## config.mk

```make
export PLATFORM = sky130hd
export DESIGN_NAME = icache_ctrl
export DESIGN_NICKNAME = d
export VERILOG_FILES = /design/src/hw/icache_addr_pkg.sv /design/src/hw/icache_ctrl_pkg.sv /design/src/hw/icache_ctrl.sv
export VERILOG_INCLUDE_DIRS = /design/src /design/src/hw
export SDC_FILE = /design/constraint.sdc
export NUM_CORES = 1
export LEC_CHECK = 0
export BUFFER_PORTS_ARGS = -buffer_cell sky130_fd_sc_hd__buf_2
export CAP_MARGIN = 20
export CELL_PAD_IN_SITES_DETAIL_PLACEMENT = 1
export CELL_PAD_IN_SITES_GLOBAL_PLACEMENT = 2
export CORE_MARGIN = 2
export CORE_UTILIZATION = 26
export CTS_CLUSTER_SIZE = 20
export DETAILED_ROUTE_END_ITERATION = 16
export GPL_TIMING_DRIVEN = 0
export PLACE_DENSITY_LB_ADDON = 0.1
export SETUP_SLACK_MARGIN = 0.1
export SYNTH_ARGS = -nofsm -noshare
export SYNTH_HDL_FRONTEND = slang
export SYNTH_SLANG_ARGS = --single-unit
```

## constraint.sdc

```tcl
create_clock -name clk -period 3.3 [get_ports clk]
set_clock_uncertainty 0.1 [all_clocks]
set_input_delay 0 -clock clk [delete_from_list [all_inputs] [get_ports clk]]
set_output_delay 0 -clock clk [all_outputs]
set_load 0.05 [all_outputs]
```

## src/hw/icache_consts.svh

```systemverilog
`ifndef ICACHE_CONSTS_SVH
`define ICACHE_CONSTS_SVH

// cache geometry: 8 KB direct mapped
// 128 lines of 64 bytes each

// address and data bus width
`define ICACHE_XLEN 32

// address split: tag | index | byte offset
`define ICACHE_TAG_W 19
`define ICACHE_IDX_W 7
`define ICACHE_OFS_W 6

// word select inside a line, offset minus the byte-in-word bits
`define ICACHE_WSEL_W 4

// one refill beat per word, no burst on wishbone classic
`define ICACHE_LINE_WORDS 16

// top address bit marks peripheral space, never cached
`define ICACHE_UNCACHE_BIT 31

`endif

```

## src/hw/icache_addr_pkg.sv

```systemverilog
`include "icache_consts.svh"

// how a fetch address is carved up
package icache_addr_pkg;

  // full fetch address as seen by the cpu and the bus
  typedef logic [`ICACHE_XLEN-1:0] addr_t;

  // upper address bits kept per line
  // compared against the stored tag on lookup
  typedef logic [`ICACHE_TAG_W-1:0] tag_t;

  // selects one of the 128 lines
  typedef logic [`ICACHE_IDX_W-1:0] index_t;

  // selects one of the 16 words inside a line
  // byte offset bits [1:0] are dropped, fetch is word aligned
  typedef logic [`ICACHE_WSEL_W-1:0] word_sel_t;

endpackage

```

## src/hw/icache_ctrl_pkg.sv

```systemverilog
`include "icache_consts.svh"

// data words and controller state
package icache_ctrl_pkg;

  // instruction word, same width as the bus data
  typedef logic [`ICACHE_XLEN-1:0] word_t;

  // counts refill beats 0..15, wraps after the last one
  typedef logic [`ICACHE_WSEL_W-1:0] beat_cnt_t;

  // controller states
  typedef enum logic [2:0] {
    RESET,
    IDLE,
    LOOKUP,
    REFILL,
    UNCACHED
  } icache_state_t;

endpackage

```

## src/hw/icache_ctrl.sv

```systemverilog
`timescale 1ns/1ps
`include "icache_consts.svh"

module icache_ctrl
  import icache_addr_pkg::*;
  import icache_ctrl_pkg::*;
(
  input  logic      clk,
  input  logic      rst,
  // cpu side
  input  logic      req_valid_i,
  input  addr_t     req_addr_i,
  output word_t     rdata_o,
  output logic      rdata_valid_o,
  // tag array
  input  logic      hit_i,
  output tag_t      tag_o,
  output index_t    index_o,
  output logic      tag_write_o,
  // data array
  output word_sel_t word_sel_o,
  output logic      data_write_o,
  output word_t     data_wdata_o,
  input  word_t     data_rdata_i,
  // wishbone classic master, read only
  output logic      wb_cyc_o,
  output logic      wb_stb_o,
  output logic      wb_we_o,
  output addr_t     wb_adr_o,
  input  word_t     wb_dat_i,
  input  logic      wb_ack_i
);

  icache_state_t state_q;

  // fetch address captured in IDLE
  addr_t addr_q;

  // word returned by a bypass read
  word_t unc_data_q;

  // refill progress
  beat_cnt_t beat_cnt_q;

  // high for the one cycle after the last refill ack
  logic tag_write_q;

  logic uncached;
  logic bus_ack;
  logic last_beat;

  // peripheral space skips the arrays
  assign uncached = addr_q[`ICACHE_UNCACHE_BIT];

  // beat completes only while the strobe is ours
  assign bus_ack = wb_stb_o & wb_ack_i;

  assign last_beat = (beat_cnt_q == beat_cnt_t'(`ICACHE_LINE_WORDS - 1));

  // lookup fields straight off the registered address
  assign tag_o   = addr_q[`ICACHE_XLEN-1 -: `ICACHE_TAG_W];
  assign index_o = addr_q[`ICACHE_OFS_W +: `ICACHE_IDX_W];

  // refill walks the line by beat, otherwise the requested word
  assign word_sel_o = (state_q == REFILL) ? beat_cnt_q
                    : addr_q[`ICACHE_OFS_W-`ICACHE_WSEL_W +: `ICACHE_WSEL_W];

  assign tag_write_o = tag_write_q;

  // every refill ack lands in the array
  assign data_write_o = (state_q == REFILL) & bus_ack;
  assign data_wdata_o = wb_dat_i;

  // address still held while rdata_valid_o pulses
  assign rdata_o = uncached ? unc_data_q : data_rdata_i;

  // instruction side never writes
  assign wb_we_o = 1'b0;

  // control state
  always_ff @(posedge clk) begin
    if (rst) begin
      state_q       <= RESET;
      rdata_valid_o <= 1'b0;
      wb_cyc_o      <= 1'b0;
      wb_stb_o      <= 1'b0;
      beat_cnt_q    <= '0;
      tag_write_q   <= 1'b0;
    end else begin
      // single cycle pulse
      rdata_valid_o <= 1'b0;
      case (state_q)
        RESET: begin
          state_q <= IDLE;
        end
        IDLE: begin
          // requests are only taken here
          if (req_valid_i) begin
            state_q <= LOOKUP;
          end
        end
        LOOKUP: begin
          if (uncached) begin
            // single word bypass read
            state_q  <= UNCACHED;
            wb_cyc_o <= 1'b1;
            wb_stb_o <= 1'b1;
          end else if (hit_i) begin
            rdata_valid_o <= 1'b1;
            state_q       <= IDLE;
          end else begin
            // miss, fetch the whole line
            state_q    <= REFILL;
            wb_cyc_o   <= 1'b1;
            wb_stb_o   <= 1'b1;
            beat_cnt_q <= '0;
          end
        end
        REFILL: begin
          if (tag_write_q) begin
            // tag lands this edge, retry the lookup
            tag_write_q <= 1'b0;
            state_q     <= LOOKUP;
          end else if (bus_ack) begin
            beat_cnt_q <= beat_cnt_q + 1'b1;
            if (last_beat) begin
              // 16th ack closes the cycle
              wb_cyc_o    <= 1'b0;
              wb_stb_o    <= 1'b0;
              tag_write_q <= 1'b1;
            end
          end
        end
        UNCACHED: begin
          if (bus_ack) begin
            wb_cyc_o      <= 1'b0;
            wb_stb_o      <= 1'b0;
            rdata_valid_o <= 1'b1;
            state_q       <= IDLE;
          end
        end
        default: begin
          state_q <= IDLE;
        end
      endcase
    end
  end

  // address and data registers
  always_ff @(posedge clk) begin
    if (state_q == IDLE && req_valid_i) begin
      addr_q <= req_addr_i;
    end
    // bus address set up with the strobe, held through wait states
    if (state_q == LOOKUP) begin
      if (uncached) begin
        wb_adr_o <= addr_q;
      end else begin
        // line aligned start of refill
        wb_adr_o <= {addr_q[`ICACHE_XLEN-1:`ICACHE_OFS_W], {`ICACHE_OFS_W{1'b0}}};
      end
    end else if (bus_ack) begin
      // next word of the line
      wb_adr_o <= wb_adr_o + addr_t'(4);
    end
    if (state_q == UNCACHED && bus_ack) begin
      unc_data_q <= wb_dat_i;
    end
  end

endmodule

```

==> results of run 1 <==
## cells in the mapped netlist, types with 2 or more instances
library cell and count:
buf_2 2, buf_4 60, nor2_1 20, nand2_1 31, mux2_2 36, a21oi_1 5, and3b_1 2, nand3b_1 2
o21ai_0 23, a31oi_1 12, or3_1 6, mux2i_1 2, ha_1 2, nor3_1 7, a22oi_1 3, nand3_1 15
or4_1 9, clkbuf_1 14, xnor2_1 10, or4_4 2, a211oi_1 3, nand4_1 7, xor2_1 6, o31ai_1 8
nor4_1 2, edfxtp_1 96, inv_1 4, dfxtp_1 10, and3_1 6
## power groups by stage
stage               clock [mW]  combinational (mW)  sequential, mW
CTS                       1.39               0.751            1.57
detailed placement           0               0.685            1.61
global placement             0               0.671            1.61
floorplan                    0               0.406            1.67
global route              1.43               0.791            1.58
finish                    1.33               0.742            1.57
## worst max path at each step
stage | startpoint | endpoint | slack (ns) | cells after the start
final | state_q[2] | wb_adr_o[16] | 0.51 | 9
after global routing | state_q[2] | wb_adr_o[16] | 0.20 | 9
after CTS | state_q[2] | wb_adr_o[28] | 0.16 | 6
after detailed placement | state_q[2] | wb_adr_o[12] | 0.17 | 6
after global placement | state_q[2] | wb_adr_o[11] | -0.24 | 6
after floorplan | wb_adr_o[2] | wb_adr_o[26] | 0.67 | 6
## cell families after synthesis
group           Yosys count  synth area share, %
mux                      38                 8.16
other cells               1               0.0719
flops                   106                 59.1
compound gates           60                 7.10
buf+inv                  81                 10.3
fa+ha+maj                 2                0.480
xor+xnor                 16                 2.69
simple gates            117                 12.1
## layer usage
layer  vias to the layer above  global-route usage [%]
met4                         0                    5.05
met3                        17                    5.52
li1                       2131                       -
met2                       158                    26.8
met5                         -                       0
met1                      2142                    17.8
## cell type report
cell class | count | share of cell area (%)
multi-input combinational | 234 | 20.6
inverter | 4 | 0.192
sequential | 106 | 39.4
buffer | 77 | 6.71
clock buffer | 10 | 2.93
timing repair buffer | 302 | 24.1
clock inverter | 6 | 1.74
tap | 265 | 4.24
## stage by stage
stage	power, mW	cell area [um^2]
after CTS	3.71	7810
after global routing	3.80	7820
final	3.65	7820
after global placement	2.28	6710
after floorplan	2.08	5220
after detailed placement	2.29	6770
## what timing repair did
| action | 4_1_cts | 5_1_grt |
|---|---|---|
| hold buffers | 68 | 0 |
| hold endpoints to repair | 72 | 0 |
| resized for setup | 0 | 1 |
| setup endpoints to repair | 0 | 30 |
## worst register-to-register path, stage by stage (launching register included)
cell	delay, ns
dfxtp_1	0.31
clkbuf_1	0.40
nor2b_1	0.17
nand2b_1	0.10
clkbuf_1	0.39
inv_1	0.20
clkbuf_1	0.26
clkbuf_1	0.35
nand2_1	0.16
o21ai_0	0.08
## registers in the layout (all words and copies together), names as in the netlist
register and flops:
unc_data_q 32, tag_write_o 1, addr_q 32, wb_stb_o 1, wb_adr_o 32, rdata_valid_o 1, beat_cnt_q 4, state_q 3
## layout by cell type, fill, tap and decap left out, types with 2 or more instances in the layout
cell             n
or4_4            2
nand4_1          7
edfxtp_1        96
a31oi_1         12
nand3b_1         2
buf_4           60
clkbuf_16        9
xnor2_1         10
clkbuf_1        15
nor2_1          20
or4_1            9
nor3_1           6
a22oi_1          3
nand3_1         15
dlygate4sd3_1   68
a21oi_1          5
nand2_1         30
o21ai_0         23
buf_2          233
nor4_1           2
o31ai_1          8
mux2i_1          2
xor2_1           6
inv_1            4
bufinv_16        4
and3_1           6
ha_1             2
and3b_1          2
buf_8            2
mux2_2          36
a211oi_1         3
or3_1            6
dfxtp_1         10
==> results.tsv, run 1 <==
stage	metric	value	unit
critical_path	CP Cell Sequence	clkbuf_1 > nor2b_1 > nand2b_1 > clkbuf_1 > inv_1 > clkbuf_1 > clkbuf_1 > nand2_1 > o21ai_0	
cts	clock transition at the registers of the reported paths	0.07	ns
sta	Worst slew margin	56.7	%
worst_hold_path	WHS Endpoint	addr_q[29]	
routing	routed vias/inst	4.43	
cells_and_area	Multi-input gate area	1610	um^2
sta	Final period util	84.6	%
yosys	share of the yosys chip area belonging to registers	59.1	%
global_route	GRT Total Usage	15.4	%
routing	Pre-antenna DRT Iters	4	
cts	Bufs on Longest Clock Path	2	
floorplanning	row cnt	51	
power	worst vdd ir	265	uV
critical_path	Critical path buffers and inverters	5	
critical_path	Setup CP Type	reg -> reg	
sta	Worst Tran Pin Value	0.647	ns
routing	DR WL met2	8150	um
run_status	status	finished clean	
floorplanning	die width	146	um
cts	Post-CTS Setup Bufs	0	
critical_path	R2R Path Start	state_q[2]	
floorplanning	IO Count	233	
cells_and_area	register area	3080	um^2
routing	vias	4448	
critical_path	Worst R2R Setup Slack	0.51	ns
routing	Antenna Nets Post-Route	0	
cts	Clock Latency Late Sink	0.36	ns
yosys	cell taking the most area after synthesis	edfxtp_1	
place	setup slack at placement	0.171	ns
sta	f_max	0.358	GHz
floorplanning	die area	21200	um^2
power	Int Power	2.61	mW
cells_and_area	Final Non-Filler Cells	1004	
worst_hold_path	min-delay worst type	in -> reg	
sta	setup ws final	0.509	ns
cts	total CTS buffers	9	
sta	Final setup viols	0	
cells_and_area	Area Overhead vs Synth	49.9	%
routing	DR top layer	met4	
global_route	gr ovfl total	0	
power	Static Leak	3.18	nW
critical_path	Crit path top cell by count	clkbuf_1	
critical_path	Worst EP required	3.29	ns
run	max-cap violations	0	
routing	Routed WL per cell	16.2	um
cells_and_area	Fillers	2224	
global_route	largest net degree at the start of global routing	31	
floorplanning	Initial Utilization	26.6	%
floorplanning	Die Ht	146	um
routing	WL met3	1160	um
critical_path	worst-path fanout max	11	
place	Placed Cells	920	
cells_and_area	nets	837	
critical_path	CP startpoint kind	flop	
cells_and_area	Antenna diodes	0	
global_route	first-pass GRT wire length	25700	um
yosys	Mapped Area	5220	um^2
critical_path	kind of cell adding the most delay to the critical path	buffers and inverters	
cts	Clock Sinks	106	
routing	DRT met1 WL	6680	um
worst_hold_path	hold depth	3	
cts	Clock Tree Root	clkbuf_16	
yosys	Syn Area/Cell	12.4	um^2
place	HPWL Detailed	12100	um
yosys	Synth top area share	55.3	%
power	combinational share of power	20.3	%
yosys	Most used DFF post-synth	edfxtp_1	
global_route	number of global-route vias before repair	4703	
sta	Min Clock Period, post-route	2.79	ns
sta	final hold vios	0	
critical_path	Crit-path slowest cell	clkbuf_1	
place	gp weighted congestion	0.750	
critical_path	max incr delay on CP	0.40	ns
sta	Fin Hold WS	0.0678	ns
power	Psw	1.04	mW
critical_path	worst reg-to-reg path cell count	9	
power	Flop pwr share	43.1	%
critical_path	CP endpoint kind	flop	
cts	CTS tree	done	
yosys	Synth Register Bits	106	
power	clock share of power	36.6	%
routing	drt total wl	16300	um
worst_hold_path	Hold Path Origin	req_valid_i	
cts	H-tree depth	3	
yosys	dominant cells by area after synthesis	edfxtp_1 (55%), buf_4 (8.6%), mux2_2 (7.8%)	
floorplanning	Core Region	19600	um^2
cells_and_area	post-layout util	39.9	%
yosys	number of synthesized flops with an enable pin	96	
global_route	initial antenna violation count	0	
sta	unrepaired setup endpoints after global routing	false	
yosys	async set-reset flop share out of synthesis	0	%
yosys	Cells after Synth	421	
yosys	Synthesis Warnings	0	
place	IO Port Bufs	231	
sta	Slew Limit Fails	0	
cells_and_area	layout cell share with drive strength beyond 1	48.3	%
routing	DRC viols	0	
sta	TNS Setup	0	ns
critical_path	reg2reg end	wb_adr_o[16]	
critical_path	crit path DAT	2.78	ns
yosys	synth unique cells	45	
power	sw frac	28.5	%
power	power per cell area	467	nW/um^2
routing	Initial DRC Count	125	
yosys	Syn Nets	524	
Power figures use the tool's default switching activity.
==> inputs of run 2 (changes only) <==
==> constraint.sdc (replaced) <==
create_clock -name clk -period 2.3 [get_ports clk]
set_clock_uncertainty 0.1 [all_clocks]
set_input_delay 0 -clock clk [delete_from_list [all_inputs] [get_ports clk]]
set_output_delay 0 -clock clk [all_outputs]
set_load 0.05 [all_outputs]
==> run 2 against run 1 <==
  * Clock-buffer cell count increased by 2
  * Power increased by 33%
  * Global-route usage rose by 0.082 points
  * First-iteration DRC count up 38%
  * Sequential cell count stayed put
  * Register-to-register slack lost 0.40 ns
  * Sequential share of layout area shrank 0.79 points
  * Final cell count increased by 2.0%
  * Non-clock buffer count is 20 higher
  * Clock power rose by 12%
  * Worst setup slack worse by 0.40 ns
  * Critical endpoint is now wb_adr_o[30]
  * Largest cell class unchanged
==> results.tsv, run 2 (synthesis results as in run 1) <==
stage	metric	value	unit	change
sta	Final period util	95.1	%	was 84.6%
cts	Clock Latency Late Sink	0.35	ns	was 0.36 ns
worst_hold_path	min-delay worst type	in -> reg		unchanged
power	Static Leak	3.28	nW	was 3.18 nW
critical_path	reg2reg end	wb_adr_o[30]		was wb_adr_o[16]
critical_path	crit path DAT	2.29	ns	was 2.78 ns
sta	Slew Limit Fails	0		unchanged
place	gp weighted congestion	0.765		was 0.750
critical_path	Worst R2R Setup Slack	0.11	ns	was 0.51 ns
power	sw frac	30.7	%	was 28.5%
critical_path	kind of cell adding the most delay to the critical path	simple AND/OR/NAND/NOR gates		was buffers and inverters
critical_path	Worst EP required	2.40	ns	was 3.29 ns
worst_hold_path	WHS Endpoint	addr_q[26]		was addr_q[29]
critical_path	Crit-path slowest cell	or4_4		was clkbuf_1
cells_and_area	most frequent cells in the layout	buf_2 (232), edfxtp_1 (96), buf_4 (78)		was buf_2 (233), edfxtp_1 (96), dlygate4sd3_1 (68)
global_route	gr ovfl total	0		unchanged
worst_hold_path	Hold Path Origin	req_addr_i[26]		was req_valid_i
cts	Clock Tree Root	clkbuf_16		unchanged
cells_and_area	Area Overhead vs Synth	53.0	%	was 49.9%
run_status	status	finished clean		unchanged
routing	Antenna Nets Post-Route	0		unchanged
floorplanning	row cnt	51		unchanged
critical_path	CP endpoint kind	flop		unchanged
floorplanning	die area	21200	um^2	unchanged
global_route	initial antenna violation count	0		unchanged
place	HPWL Detailed	11800	um	was 12,100 um
routing	Initial DRC Count	172		was 125
place	IO Port Bufs	231		unchanged
cts	CTS tree	done		unchanged
critical_path	R2R Path Start	wb_adr_o[14]		was state_q[2]
cells_and_area	Antenna diodes	0		unchanged
cells_and_area	layout cell share with drive strength beyond 1	51.9	%	was 48.3%
floorplanning	IO Count	233		unchanged
critical_path	worst reg-to-reg path cell count	5		was 9
sta	Worst Tran Pin Value	0.623	ns	was 0.647 ns
power	Flop pwr share	46.5	%	was 43.1%
global_route	GRT Total Usage	15.5	%	was 15.4%
worst_hold_path	hold depth	2		was 3
cells_and_area	biggest registers after layout	addr_q (32), unc_data_q (32), wb_adr_o (32)		unchanged
cells_and_area	nets	857		was 837
floorplanning	Core Region	19600	um^2	unchanged
cts	Bufs on Longest Clock Path	2		unchanged
routing	DRC viols	0		unchanged
power	worst vdd ir	316	uV	was 265 uV
global_route	number of global-route vias before repair	4893		was 4,703
critical_path	Critical path buffers and inverters	1		was 5
sta	final hold vios	0		unchanged
sta	Worst slew margin	58.4	%	was 56.7%
power	clock share of power	30.7	%	was 36.6%
critical_path	Setup CP Type	reg -> reg		unchanged
routing	drt total wl	16400	um	was 16,300 um
sta	unrepaired setup endpoints after global routing	true		was false
power	Int Power	3.36	mW	was 2.61 mW
cells_and_area	post-layout util	40.7	%	was 39.9%
cts	H-tree depth	3		unchanged
global_route	first-pass GRT wire length	26200	um	was 25,700 um
cells_and_area	commonest non-fill, non-tap cell in the layout	buf_2		unchanged
place	Placed Cells	920		unchanged
power	Psw	1.49	mW	was 1.04 mW
routing	routed vias/inst	4.41		was 4.43
power	power per cell area	607	nW/um^2	was 467 nW/um^2
critical_path	CP startpoint kind	flop		unchanged
floorplanning	Die Ht	146	um	unchanged
sta	f_max	0.457	GHz	was 0.358 GHz
sta	Final setup viols	0		unchanged
cells_and_area	Final Non-Filler Cells	1024		was 1,004
cts	clock transition at the registers of the reported paths	0.07	ns	about the same
floorplanning	Initial Utilization	26.6	%	unchanged
global_route	largest net degree at the start of global routing	31		unchanged
run	max-cap violations	0		unchanged
critical_path	worst-path fanout max	10		was 11
sta	Min Clock Period, post-route	2.19	ns	was 2.79 ns
routing	vias	4511		was 4,448
routing	Pre-antenna DRT Iters	4		unchanged
routing	Routed WL per cell	16.0	um	was 16.2 um
critical_path	CP Cell Sequence	nand4_1 > or4_4 > buf_6 > or4_1 > a31oi_1		was clkbuf_1 > nor2b_1 > nand2b_1 > clkbuf_1 > inv_1 > clkbuf_1 > clkbuf_1 > nand2_1 > o21ai_0
cts	Clock Sinks	106		unchanged
critical_path	max incr delay on CP	0.59	ns	was 0.40 ns
power	combinational share of power	22.9	%	was 20.3%
floorplanning	die width	146	um	unchanged
cts	total CTS buffers	9		unchanged
run 2: changes by cell type in the layout (fill, tap and decap cells not counted), sizes merged:
cell         change
buf             +19
clkinvlp         +2
bufinv           -4
clkbuf           +2
dlygate4sd3      +1
inv              -2
clkinv           +2
run 2: timing repair:
action | CTS | global route
hold endpoints to repair | 74 | 0
endpoints found under the setup margin | 128 | 98
pin swaps | 3 | 7
gates resized for setup | 19 | 8
buffers inserted | 14 | 5
hold buffers | 69 | 0
run 2: cell type report:
type	count	area (um^2)
buffer	77	562
clock buffer	12	246
clock inverter	4	28.8
fill	2204	11600
inverter	4	18.8
multi-input combinational	234	1660
sequential	106	3080
tap	265	332
timing repair buffer	322	2050
run 2: through the flow:
stage	TNS [ns]	worst slack (ns)	hold WS [ns]	power [mW]	instance area [um^2]
5_1_grt	0	0.0360	0.258	5.06	7980
6_report	0	0.114	0.263	4.85	7980
2_1_floorplan	-0.858	-0.174	-0.0309	2.99	5250
3_3_place_gp	-50.40	-0.818	0.0767	3.27	6740
3_5_place_dp	-34.80	-0.818	0.0787	3.29	6800
4_1_cts	0	0.108	0.240	4.92	7920
run 2: power groups by stage:
stage	combinational (mW)	sequential [mW]	clock (mW)
after global placement	0.968	2.30	0
after global routing	1.19	2.26	1.61
final	1.11	2.25	1.49
after floorplan	0.588	2.40	0
after CTS	1.11	2.25	1.56
after detailed placement	0.987	2.30	0
run 2: routing by layer:
metal | track usage (%) | part of all wire [%] | up-vias
met4 | 3.68 | 0.93 | 0
li1 | - | - | 2177
met1 | 18.2 | 42 | 2155
met2 | 27.2 | 49 | 169
met5 | 0 | 0 | -
met3 | 5.52 | 8.1 | 10
run 2: worst max-delay path by stage:
stage / from / end / slack, ns / cells past startpoint
3_5_place_dp: state_q[2] / wb_adr_o[12] / -0.82 / 6
5_1_grt: wb_adr_o[11] / wb_adr_o[26] / 0.04 / 5
6_report: wb_adr_o[14] / wb_adr_o[30] / 0.11 / 5
4_1_cts: wb_adr_o[11] / wb_adr_o[30] / 0.11 / 5
3_3_place_gp: state_q[2] / wb_adr_o[24] / -0.82 / 6
2_1_floorplan: wb_adr_o[6] / wb_adr_o[26] / -0.17 / 5
==> inputs of run 3 (changes only) <==
--- a/config.mk
+++ b/config.mk
@@ -16,6 +16,7 @@
 export DETAILED_ROUTE_END_ITERATION = 16
 export GPL_TIMING_DRIVEN = 0
 export PLACE_DENSITY_LB_ADDON = 0.1
+export RECOVER_POWER = 25
 export SETUP_SLACK_MARGIN = 0.1
 export SYNTH_ARGS = -nofsm -noshare
 export SYNTH_HDL_FRONTEND = slang
==> run 3 against run 2 <==
  * Wire length fell by 0.19%
  * Sequential power barely moved
  * Sequential cell count did not move
  * Via count barely moved
  * Utilization fell by 0.30 points
  * Power fell by 0.21%
==> results.tsv, run 3 (synthesis results as in run 1) <==
stage	metric	value	unit	change
global_route	initial antenna violation count	0		unchanged
cells_and_area	layout cell share with drive strength beyond 1	45.7	%	was 51.9%
sta	final hold vios	0		unchanged
routing	Initial DRC Count	174		was 172
sta	unrepaired setup endpoints after global routing	true		unchanged
routing	vias	4515		was 4,511
cts	total CTS buffers	9		unchanged
global_route	gr ovfl total	0		unchanged
critical_path	worst reg-to-reg path cell count	5		unchanged
worst_hold_path	hold depth	2		unchanged
sta	Final period util	95.1	%	about the same
cts	H-tree depth	3		unchanged
cells_and_area	commonest non-fill, non-tap cell in the layout	buf_2		unchanged
cells_and_area	most frequent cells in the layout	buf_2 (184), edfxtp_1 (96), buf_4 (78)		was buf_2 (232), edfxtp_1 (96), buf_4 (78)
critical_path	Worst R2R Setup Slack	0.11	ns	about the same
worst_hold_path	WHS Endpoint	addr_q[26]		unchanged
critical_path	Worst EP required	2.40	ns	about the same
sta	Worst Tran Pin Value	0.628	ns	was 0.623 ns
critical_path	R2R Path Start	wb_adr_o[14]		unchanged
critical_path	crit path DAT	2.29	ns	about the same
routing	Pre-antenna DRT Iters	4		unchanged
place	HPWL Detailed	11800	um	unchanged
routing	DRC viols	0		unchanged
cts	CTS tree	done		unchanged
floorplanning	IO Count	233		unchanged
global_route	number of global-route vias before repair	4893		unchanged
routing	routed vias/inst	4.41		about the same
critical_path	worst-path fanout max	10		unchanged
cells_and_area	biggest registers after layout	addr_q (32), unc_data_q (32), wb_adr_o (32)		unchanged
sta	Worst slew margin	58.0	%	was 58.4%
routing	Routed WL per cell	16.0	um	about the same
sta	Min Clock Period, post-route	2.19	ns	about the same
sta	Final setup viols	0		unchanged
floorplanning	row cnt	51		unchanged
floorplanning	die area	21200	um^2	unchanged
critical_path	CP startpoint kind	flop		unchanged
global_route	first-pass GRT wire length	26200	um	unchanged
global_route	M2 GR Usage	27.2	%	unchanged
place	Placed Cells	920		unchanged
worst_hold_path	min-delay worst type	in -> reg		unchanged
cts	Bufs on Longest Clock Path	2		unchanged
power	Int Power	3.35	mW	was 3.36 mW
place	IO Port Bufs	231		unchanged
sta	Slew Limit Fails	0		unchanged
run_status	status	finished clean		unchanged
power	worst vdd ir	316	uV	about the same
cells_and_area	Antenna diodes	0		unchanged
run	max-cap violations	0		unchanged
floorplanning	Core Region	19600	um^2	unchanged
floorplanning	Die Ht	146	um	unchanged
floorplanning	die width	146	um	unchanged
place	gp weighted congestion	0.765		unchanged
floorplanning	Initial Utilization	26.6	%	unchanged
sta	setup ws final	0.114	ns	about the same
global_route	grt peak-use layer	met2		unchanged
critical_path	reg2reg end	wb_adr_o[30]		unchanged
global_route	largest net degree at the start of global routing	31		unchanged
cells_and_area	Final Non-Filler Cells	1024		unchanged
routing	Antenna Nets Post-Route	0		unchanged
place	setup slack at placement	-0.818	ns	unchanged
sta	f_max	0.457	GHz	unchanged
power	sw frac	30.8	%	was 30.7%
power	Psw	1.49	mW	about the same
power	power per cell area	611	nW/um^2	was 607 nW/um^2
cts	Clock Latency Late Sink	0.35	ns	about the same
global_route	GRT Total Usage	15.5	%	unchanged
cells_and_area	nets	857		unchanged
routing	drt total wl	16400	um	about the same
worst_hold_path	Hold Path Origin	req_addr_i[26]		unchanged
cells_and_area	Area Overhead vs Synth	51.8	%	was 53.0%
critical_path	Setup CP Type	reg -> reg		unchanged
critical_path	CP endpoint kind	flop		unchanged
power	combinational share of power	22.7	%	was 22.9%
power	Flop pwr share	46.6	%	was 46.5%
global_route	met3 GRT Util	5.52	%	unchanged
global_route	GR Util met1	18.2	%	unchanged
cts	Clock Tree Root	clkbuf_16		unchanged
cts	Clock Sinks	106		unchanged
cts	clock transition at the registers of the reported paths	0.07	ns	about the same
power	Static Leak	3.15	nW	was 3.28 nW
power	clock share of power	30.8	%	was 30.7%
## run 3: worst max-delay path by stage
stage / start / to / slack [ns] / cells after the start
6_report: wb_adr_o[14] / wb_adr_o[30] / 0.11 / 5
5_1_grt: wb_adr_o[11] / wb_adr_o[26] / 0.04 / 5
4_1_cts: wb_adr_o[11] / wb_adr_o[30] / 0.11 / 5
3_5_place_dp: state_q[2] / wb_adr_o[12] / -0.82 / 6
2_1_floorplan: wb_adr_o[6] / wb_adr_o[26] / -0.17 / 5
3_3_place_gp: state_q[2] / wb_adr_o[24] / -0.82 / 6
## run 3: what timing repair did
| action | 4_1_cts | 5_1_grt |
|---|---|---|
| setup endpoints to repair | 128 | 98 |
| buffers inserted | 14 | 5 |
| hold buffers | 69 | 0 |
| endpoints found under the hold margin | 74 | 0 |
| gates resized for setup | 19 | 8 |
| pin swaps | 3 | 7 |
## run 3: critical path, cell delays in order, from the launching register on
cell and delay [ns]:
edfxtp_1 0.48, nand4_1 0.12, or4_4 0.59, buf_6 0.17, or4_1 0.40, a31oi_1 0.17
## run 3: layer usage
| metal | share of wire (%) | wire [um] |
|---|---|---|
| met2 | 49 | 8090 |
| met5 | 0 | 0 |
| met3 | 8.0 | 1320 |
| met4 | 0.93 | 152 |
| met1 | 42 | 6800 |
## run 3: power groups by stage
stage	registers, mW	logic, mW	clock network (mW)
floorplan	2.40	0.588	0
CTS	2.25	1.11	1.56
global placement	2.30	0.968	0
global route	2.26	1.17	1.61
detailed placement	2.30	0.987	0
finish	2.25	1.10	1.49
## run 3: per-stage QoR
step	setup TNS [ns]	total power [mW]	instance area [um^2]	hold slack [ns]	utilization [%]
2_1_floorplan	-0.858	2.99	5250	-0.0309	-
3_3_place_gp	-50.40	3.27	6740	0.0767	34.4
3_5_place_dp	-34.80	3.29	6800	0.0787	34.7
4_1_cts	0	4.92	7920	0.240	40.4
5_1_grt	0	5.05	7920	0.258	40.4
6_report	0	4.84	7920	0.263	40.4
## run 3: final cells by class
class | count | area [um^2]
Inverter | 4 | 18.8
Clock buffer | 12 | 246
Tap cell | 265 | 332
Multi-Input combinational cell | 234 | 1660
Timing Repair Buffer | 322 | 1990
Clock inverter | 4 | 28.8
Fill cell | 2227 | 11700
Sequential cell | 106 | 3080
Buffer | 77 | 562
